$ cat config.mk
export PLATFORM = sky130hd
export DESIGN_NAME = rename_top
export DESIGN_NICKNAME = d
export VERILOG_FILES = /design/src/rename_pkg.sv /design/src/rename_if.sv /design/src/decoder.sv /design/src/free_list.sv /design/src/map_table.sv /design/src/dispatch.sv /design/src/rob.sv /design/src/retire.sv /design/src/rename_top.sv
export SDC_FILE = /design/constraint.sdc
export NUM_CORES = 2
export LEC_CHECK = 0
export ABC_AREA = 1
export BUFFER_PORTS_ARGS = -buffer_cell sky130_fd_sc_hd__buf_2
export CORE_MARGIN = 3
export CORE_UTILIZATION = 60
export CTS_BUF_LIST = sky130_fd_sc_hd__clkbuf_2 sky130_fd_sc_hd__clkbuf_4 sky130_fd_sc_hd__clkbuf_8
export CTS_CLUSTER_SIZE = 20
export DETAILED_ROUTE_END_ITERATION = 8
export PLACE_DENSITY_LB_ADDON = 0.2
export SLEW_MARGIN = 20
export SYNTH_ARGS = -nofsm -noshare
export SYNTH_HDL_FRONTEND = slang
export SYNTH_SLANG_ARGS = --single-unit
$ cat constraint.sdc
create_clock -name clock -period 8.95 [get_ports clock]
set_input_delay 1.79 -clock clock [delete_from_list [all_inputs] [get_ports clock]]
set_output_delay 1.79 -clock clock [all_outputs]
set_load 0.02 [all_outputs]
$ cat src/rename_pkg.sv
package rename_pkg;

	// machine sizes
	localparam int NUM_ARCH  = 32;
	localparam int NUM_PHYS  = 48;
	localparam int ROB_DEPTH = 8;
	localparam int TAG_W     = 6;
	localparam int ROB_W     = 3;

	// number of tags free at reset above the identity range
	localparam int NUM_FREE = NUM_PHYS - NUM_ARCH;

	// free list slot index wide enough for every physical tag
	localparam int FL_W = $clog2(NUM_PHYS);

	typedef logic [4:0]       arch_reg_t;
	typedef logic [TAG_W-1:0] tag_t;
	typedef logic [31:0]      inst_t;

	// one renamed instruction as held in the reorder buffer
	typedef struct packed {
		arch_reg_t dest;     // architectural destination
		tag_t      tag;      // newly allocated physical tag
		tag_t      told;     // previous mapping of dest, freed at retire
		logic      has_dest;
	} rob_entry_t;

	// rv32 major opcodes that get decoded
	localparam logic [6:0] OP_REG    = 7'b0110011;
	localparam logic [6:0] OP_IMM    = 7'b0010011;
	localparam logic [6:0] OP_LOAD   = 7'b0000011;
	localparam logic [6:0] OP_STORE  = 7'b0100011;
	localparam logic [6:0] OP_BRANCH = 7'b1100011;

endpackage

$ cat src/rename_if.sv
`timescale 1ns/100ps

// renamed entries from dispatch into the reorder buffer
interface dispatch_if import rename_pkg::*; ();

	logic       valid;  // entry written at this edge
	rob_entry_t entry;
	logic       full;   // no room so dispatch holds off

	modport producer (
		output valid,
		output entry,
		input  full
	);

	modport buffer (
		input  valid,
		input  entry,
		output full
	);

endinterface

// oldest entry from the reorder buffer to the retire unit
interface retire_if import rename_pkg::*; ();

	logic       head_valid;
	rob_entry_t head;
	logic       pop;        // head leaves at this edge

	modport buffer (
		output head_valid,
		output head,
		input  pop
	);

	modport consumer (
		input  head_valid,
		input  head,
		output pop
	);

endinterface

$ cat src/decoder.sv
`timescale 1ns/100ps

module decoder import rename_pkg::*; (
	input  inst_t     inst,
	input  logic      valid,
	output arch_reg_t rs1,
	output arch_reg_t rs2,
	output arch_reg_t rd,
	output logic      uses_rs2,
	output logic      has_dest
);

	logic [6:0] opcode;
	logic       writes_rd;

	assign opcode = inst[6:0];

	// register fields sit at the same place in every format
	assign rd  = inst[11:7];
	assign rs1 = inst[19:15];
	assign rs2 = inst[24:20];

	always_comb begin
		uses_rs2  = 1'b0;
		writes_rd = 1'b0;
		case (opcode)
			OP_REG: begin
				uses_rs2  = 1'b1;
				writes_rd = 1'b1;
			end
			OP_IMM: begin
				writes_rd = 1'b1;
			end
			OP_LOAD: begin
				writes_rd = 1'b1;
			end
			OP_STORE: begin
				uses_rs2 = 1'b1;  // store data
			end
			OP_BRANCH: begin
				uses_rs2 = 1'b1;  // compare operand
			end
			default: begin
				uses_rs2  = 1'b0;
				writes_rd = 1'b0;
			end
		endcase
	end

	// x0 is hardwired and never renamed
	assign has_dest = valid && writes_rd && (rd != '0);

endmodule

$ cat src/free_list.sv
`timescale 1ns/100ps

module free_list import rename_pkg::*; (
	input  logic clock,
	input  logic reset,
	input  logic alloc,
	input  logic ret_valid,
	input  tag_t ret_tag,
	output tag_t alloc_tag,
	output logic empty
);

	tag_t            slots [NUM_PHYS];
	logic [FL_W-1:0] head;   // oldest free tag
	logic [FL_W-1:0] tail;   // next return goes here
	logic [FL_W:0]   count;

	// queue depth is not a power of two, so wrap by hand
	function automatic logic [FL_W-1:0] ptr_inc(input logic [FL_W-1:0] p);
		return (p == FL_W'(NUM_PHYS - 1)) ? '0 : p + 1'b1;
	endfunction

	assign alloc_tag = slots[head];
	assign empty     = (count == '0);

	always_ff @(posedge clock) begin
		if (reset) begin
			// tags above the architectural range start out free, lowest first
			for (int i = 0; i < NUM_PHYS; i++) begin
				slots[i] <= (i < NUM_FREE) ? tag_t'(NUM_ARCH + i) : '0;
			end
			head  <= '0;
			tail  <= FL_W'(NUM_FREE);
			count <= (FL_W+1)'(NUM_FREE);
		end else begin
			if (alloc) begin
				head <= ptr_inc(head);
			end
			if (ret_valid) begin
				slots[tail] <= ret_tag;
				tail        <= ptr_inc(tail);
			end
			case ({alloc, ret_valid})
				2'b10:   count <= count - 1'b1;
				2'b01:   count <= count + 1'b1;
				default: count <= count;  // both or neither
			endcase
		end
	end

endmodule

$ cat src/map_table.sv
`timescale 1ns/100ps

module map_table import rename_pkg::*; (
	input  logic      clock,
	input  logic      reset,
	input  arch_reg_t rd_idx_a,
	input  arch_reg_t rd_idx_b,
	input  logic      wr_en,
	input  arch_reg_t wr_idx,
	input  tag_t      wr_tag,
	output tag_t      rd_tag_a,
	output tag_t      rd_tag_b,
	output tag_t      old_tag
);

	tag_t map [NUM_ARCH];  // speculative arch -> phys mapping

	// reads are combinational and see the map before this edge's write,
	// so a source equal to rd still gets the previous tag
	assign rd_tag_a = map[rd_idx_a];
	assign rd_tag_b = map[rd_idx_b];
	assign old_tag  = map[wr_idx];   // mapping being replaced

	always_ff @(posedge clock) begin
		if (reset) begin
			for (int i = 0; i < NUM_ARCH; i++) begin
				map[i] <= tag_t'(i);  // identity
			end
		end else if (wr_en) begin
			map[wr_idx] <= wr_tag;
		end
	end

endmodule

$ cat src/dispatch.sv
`timescale 1ns/100ps

module dispatch import rename_pkg::*; (
	input  logic   clock,
	input  logic   reset,
	input  logic   inst_valid,
	input  inst_t  inst,
	input  logic   free_valid,
	input  tag_t   free_tag,
	output logic   stall,
	output tag_t   t1,
	output tag_t   t2,
	dispatch_if.producer disp
);

	arch_reg_t rs1;
	arch_reg_t rs2;
	arch_reg_t rd;
	arch_reg_t src_b;
	logic      uses_rs2;
	logic      has_dest;
	logic      accept;
	logic      alloc;
	logic      fl_empty;
	tag_t      new_tag;
	tag_t      old_tag;

	decoder decoder_0 (
		.inst     (inst),
		.valid    (inst_valid),
		.rs1      (rs1),
		.rs2      (rs2),
		.rd       (rd),
		.uses_rs2 (uses_rs2),
		.has_dest (has_dest)
	);

	assign src_b = uses_rs2 ? rs2 : '0;  // unused operand reads x0

	map_table map_table_0 (
		.clock    (clock),
		.reset    (reset),
		.rd_idx_a (rs1),
		.rd_idx_b (src_b),
		.wr_en    (alloc),
		.wr_idx   (rd),
		.wr_tag   (new_tag),
		.rd_tag_a (t1),
		.rd_tag_b (t2),
		.old_tag  (old_tag)
	);

	free_list free_list_0 (
		.clock     (clock),
		.reset     (reset),
		.alloc     (alloc),
		.ret_valid (free_valid),
		.ret_tag   (free_tag),
		.alloc_tag (new_tag),
		.empty     (fl_empty)
	);

	// only a destination needs a free tag
	assign stall  = disp.full || (has_dest && fl_empty);
	assign accept = inst_valid && !stall;
	assign alloc  = accept && has_dest;  // map write and free list pop

	assign disp.valid          = accept;
	assign disp.entry.dest     = has_dest ? rd : '0;
	assign disp.entry.tag      = has_dest ? new_tag : '0;
	assign disp.entry.told     = has_dest ? old_tag : '0;
	assign disp.entry.has_dest = has_dest;

endmodule

$ cat src/rob.sv
`timescale 1ns/100ps

module rob import rename_pkg::*; (
	input  logic clock,
	input  logic reset,
	dispatch_if.buffer disp,
	retire_if.buffer   ret
);

	rob_entry_t       entries [ROB_DEPTH];
	logic [ROB_W-1:0] head;   // oldest entry
	logic [ROB_W-1:0] tail;   // next free slot
	logic [ROB_W:0]   count;  // one extra bit to tell full from empty

	assign disp.full      = (count == (ROB_W+1)'(ROB_DEPTH));
	assign ret.head_valid = (count != '0);
	assign ret.head       = entries[head];

	// payload storage, written in program order at the tail
	always_ff @(posedge clock) begin
		if (disp.valid) begin
			entries[tail] <= disp.entry;
		end
	end

	always_ff @(posedge clock) begin
		if (reset) begin
			head  <= '0;
			tail  <= '0;
			count <= '0;
		end else begin
			if (disp.valid) begin
				tail <= tail + 1'b1;  // power of two depth wraps naturally
			end
			if (ret.pop) begin
				head <= head + 1'b1;
			end
			case ({disp.valid, ret.pop})
				2'b10:   count <= count + 1'b1;
				2'b01:   count <= count - 1'b1;
				default: count <= count;
			endcase
		end
	end

endmodule

$ cat src/retire.sv
`timescale 1ns/100ps

module retire import rename_pkg::*; (
	input  logic      clock,
	input  logic      reset,
	input  logic      retire_en,
	input  arch_reg_t arch_idx,
	retire_if.consumer ret,
	output logic      free_valid,
	output tag_t      free_tag,
	output logic      retire_valid,
	output arch_reg_t retire_dest,
	output tag_t      retire_tag,
	output tag_t      arch_tag
);

	tag_t arch_map [NUM_ARCH];  // committed mapping
	logic commit_dest;

	// a request against an empty rob does nothing
	assign ret.pop = retire_en && ret.head_valid;

	assign commit_dest = ret.pop && ret.head.has_dest;

	// the superseded tag goes back to the free list at the pop edge
	assign free_valid = commit_dest;
	assign free_tag   = ret.head.told;

	assign arch_tag = arch_map[arch_idx];

	always_ff @(posedge clock) begin
		if (reset) begin
			for (int i = 0; i < NUM_ARCH; i++) begin
				arch_map[i] <= tag_t'(i);
			end
			retire_valid <= 1'b0;
		end else begin
			if (commit_dest) begin
				arch_map[ret.head.dest] <= ret.head.tag;
			end
			retire_valid <= ret.pop;
		end
	end

	// retired entry shows up one cycle after the pop
	always_ff @(posedge clock) begin
		if (ret.pop) begin
			retire_dest <= ret.head.dest;
			retire_tag  <= ret.head.tag;
		end
	end

endmodule

$ cat src/rename_top.sv
`timescale 1ns/100ps

module rename_top import rename_pkg::*; (
	input  logic      clock,
	input  logic      reset,
	input  logic      inst_valid,
	input  inst_t     inst,
	input  logic      retire_en,
	input  arch_reg_t arch_idx,
	output logic      stall,
	output logic      disp_valid,
	output tag_t      disp_tag,
	output tag_t      disp_t1,
	output tag_t      disp_t2,
	output tag_t      disp_told,
	output logic      retire_valid,
	output arch_reg_t retire_dest,
	output tag_t      retire_tag,
	output tag_t      arch_tag
);

	dispatch_if disp_bus ();
	retire_if   ret_bus ();

	logic free_valid;  // tag freed by retire
	tag_t free_tag;

	dispatch dispatch_0 (
		.clock      (clock),
		.reset      (reset),
		.inst_valid (inst_valid),
		.inst       (inst),
		.free_valid (free_valid),
		.free_tag   (free_tag),
		.stall      (stall),
		.t1         (disp_t1),
		.t2         (disp_t2),
		.disp       (disp_bus.producer)
	);

	rob rob_0 (
		.clock (clock),
		.reset (reset),
		.disp  (disp_bus.buffer),
		.ret   (ret_bus.buffer)
	);

	retire retire_0 (
		.clock        (clock),
		.reset        (reset),
		.retire_en    (retire_en),
		.arch_idx     (arch_idx),
		.ret          (ret_bus.consumer),
		.free_valid   (free_valid),
		.free_tag     (free_tag),
		.retire_valid (retire_valid),
		.retire_dest  (retire_dest),
		.retire_tag   (retire_tag),
		.arch_tag     (arch_tag)
	);

	// observed renamed entry
	assign disp_valid = disp_bus.valid;
	assign disp_tag   = disp_bus.entry.tag;
	assign disp_told  = disp_bus.entry.told;

endmodule

==> metrics.cfg <==
[critical_path]
start_kind = primary input
slowest_stage = nor3_1
crit_start = inst[7]
end_kind = output port
crit_required_ns = 7.16
path_cells = buf_2 > inv_1 > nor2_1 > buf_4 > inv_2 > buf_4 > o22ai_1 > o21ai_0 > nand3_1 > nor3_1 > buf_2
crit_type = primary input to output port
critPathMaxFanout = 25
slowest_delay_ns = 0.75
arrival_ns = 5.23

[timing]
finalHoldViolations = 0
period_share_pct = 78.4
setup_viol = 0
tns_ns = 0
layout_setup_ws_ns = 1.93
period_minus_slack_ns = 7.02
hold_ws_ns = 0.476
worst_slew_pin_slew_ns = 1.13
max_slew_margin_pct = 24.2
fin_skew_ns = 0.0529
rsz0062_at_grt = no
drv_slew = 0
clock.fmax_mhz = 143

[synth]
ys_seq_area_share_pct = 60.6
synth_top_area_share_pct = 58.9
syn_area_sq_um = 47000
post-synth-top-area-cell = edfxtp_1
ys_top_cells_by_area = edfxtp_1 (59%), nand2_1 (8.2%), nand3_1 (6.4%)
synthMostInstantiatedCell = nand2_1
yosysWarnings = 0
synth_edf_count = 923
synth_top_flop_cell = edfxtp_1
synthCells = 5049
synth_seq_cells = 962
synth.distinct_cells = 43
ys_top_cells_by_count = nand2_1 (1022), edfxtp_1 (923), nor2_1 (793), nand3_1 (601), o21ai_0 (360)
synth_async_sr_flop_share_pct = 0
synth_area_per_cell_sq_um = 9.32

[finish]
design_area_sq_um = 50700
drive_gt1_share_pct = 9.42
fin_nets = 5027
syn_to_final_growth_pct = 7.74
instances_no_fill = 6126
post-route-util_pct = 65.3

[drt]
drcViolationCount = 0
wl_per_cell_microns = 21.5
drt_iter0_markers = 5703
dr_total_vias = 37800
vias_per_cell = 6.17
postRouteAntennaNets = 0
drt-total-wl_mm = 132
first_pass_iters = 7

[die]
die-area_sq_um = 81800
core-area_sq_um = 77600
placementRows = 102
die_w_microns = 286
initial_core_util_pct = 60.6
die_h_microns = 286
ios = 85

[power]
finalPower_mw = 11.3
p_leak_nw = 18.9
p_per_area_nw_per_um2 = 224
peakVddDrop_v = 0.000208

[run]
drv_cap = 0

[grt]
grt_max_degree = 113
antenna_found_initial = 2
grt_pass1_vias = 35300
grt_usage_pct = 31.8
overflow = 0
grt_pass1_wl_mm = 200

[outcome]
outcome = complete, no violations

[cts]
cts_hold_buf = 0
clk_path_buf_depth = 3
cts.sinks = 962
postCtsSetupBuffers = 0
cts.clk_slew.worst_paths_ns = 0.06
insertion_delay_ns = 0.82
cts_made_buffers = 154
htreeDepth = 4
cts_tree = built
cts_resized = 0
cts-root-buf = clkbuf_8

[placement]
hpwl_mm = 79.3
dp_cells = 5855
placedInstanceArea_sq_um = 47700
numPortBuffers = 74
gp_congestion = 0.980
dp_worst_setup_slack_ns = 2.20

[min_path]
hold_path_startpoint = rob_0.head[2]
hold_path.class = flip-flop to flip-flop

[where the power goes]
part | total (mW) | internal [mW] | switching [mW]
Sequential | 5.27 | 5.20 | 0.0759
Clock | 3.71 | 2.00 | 1.71
Combinational | 2.35 | 0.446 | 1.90
[routing by layer]
layer / global-route usage, % / vias to the layer above / share of wire (%)
met5: 0 / - / 0.014
met4: 15.3 / 2 / 4.9
met3: 6.33 / 474 / 12
met2: 49.4 / 2376 / 46
met1: 43.2 / 17600 / 38
li1: - / 17300 / -
[cells in the final DEF, fill, tap and decap left out, drive strengths merged, types with 3 or more instances in the layout]
| master | instances |
|---|---|
| nand2 | 1023 |
| nor2 | 810 |
| or2 | 14 |
| inv | 309 |
| o21ai | 382 |
| o211ai | 7 |
| bufinv | 3 |
| clkinvlp | 5 |
| o21a | 12 |
| ha | 13 |
| nor3 | 20 |
| dfxtp | 39 |
| buf | 145 |
| xnor2 | 3 |
| a21oi | 148 |
| xor2 | 5 |
| clkinv | 54 |
| o221ai | 48 |
| conb | 6 |
| clkbuf | 215 |
| nand3 | 607 |
| o2111ai | 6 |
| nand4 | 159 |
| o22ai | 119 |
| edfxtp | 923 |
| and2 | 3 |
[flip-flops by register name, indices dropped and copies added (netlist names), named ones only]
signal / count
dispatch_0.free_list_0.tail: 6
retire_0.retire_dest: 5
dispatch_0.map_table_0.map: 192
dispatch_0.free_list_0.count: 7
retire_0.arch_map: 192
rob_0.tail: 3
retire_0.retire_valid: 1
rob_0.entries: 144
dispatch_0.free_list_0.slots: 384
dispatch_0.free_list_0.head: 6
retire_0.retire_tag: 6
rob_0.count: 4
rob_0.head: 3
[cells by family after synthesis]
group           count (synthesis)  share of synthesized area, %
simple gates                 2638                          24.0
flops                         962                          60.6
compound gates                725                          8.71
buf+inv                       700                          6.16
fa+ha+maj                      15                         0.431
xor+xnor                        8                         0.149
other cells                     1                       0.00797
[worst max-delay path: cells and delay by family]
family | cells | cell delay [ns]
simple gates | 3 | 0.95
buf+inv | 6 | 1.72
compound gates | 2 | 0.74
[final timing paths]
kind                               end  slack [ns]  cells past startpoint
setup / recovery          disp_told[0]        1.93                     11
hold reg to reg          rob_0.head[2]        0.48                      2
setup reg to reg  rob_0.entries[2][10]        4.61                     13
hold / removal           rob_0.head[2]        0.48                      2
[cell type report]
class	instances	area, sq um
Clock inverter	55	343
Antenna cell	1	2.50
Timing Repair Buffer	145	918
Sequential cell	962	28500
Fill cell	6293	26900
Tap cell	1040	1300
Multi-Input combinational cell	3392	15800
Inverter	316	1190
Clock buffer	215	2660
(Power assumes the default switching activity.)
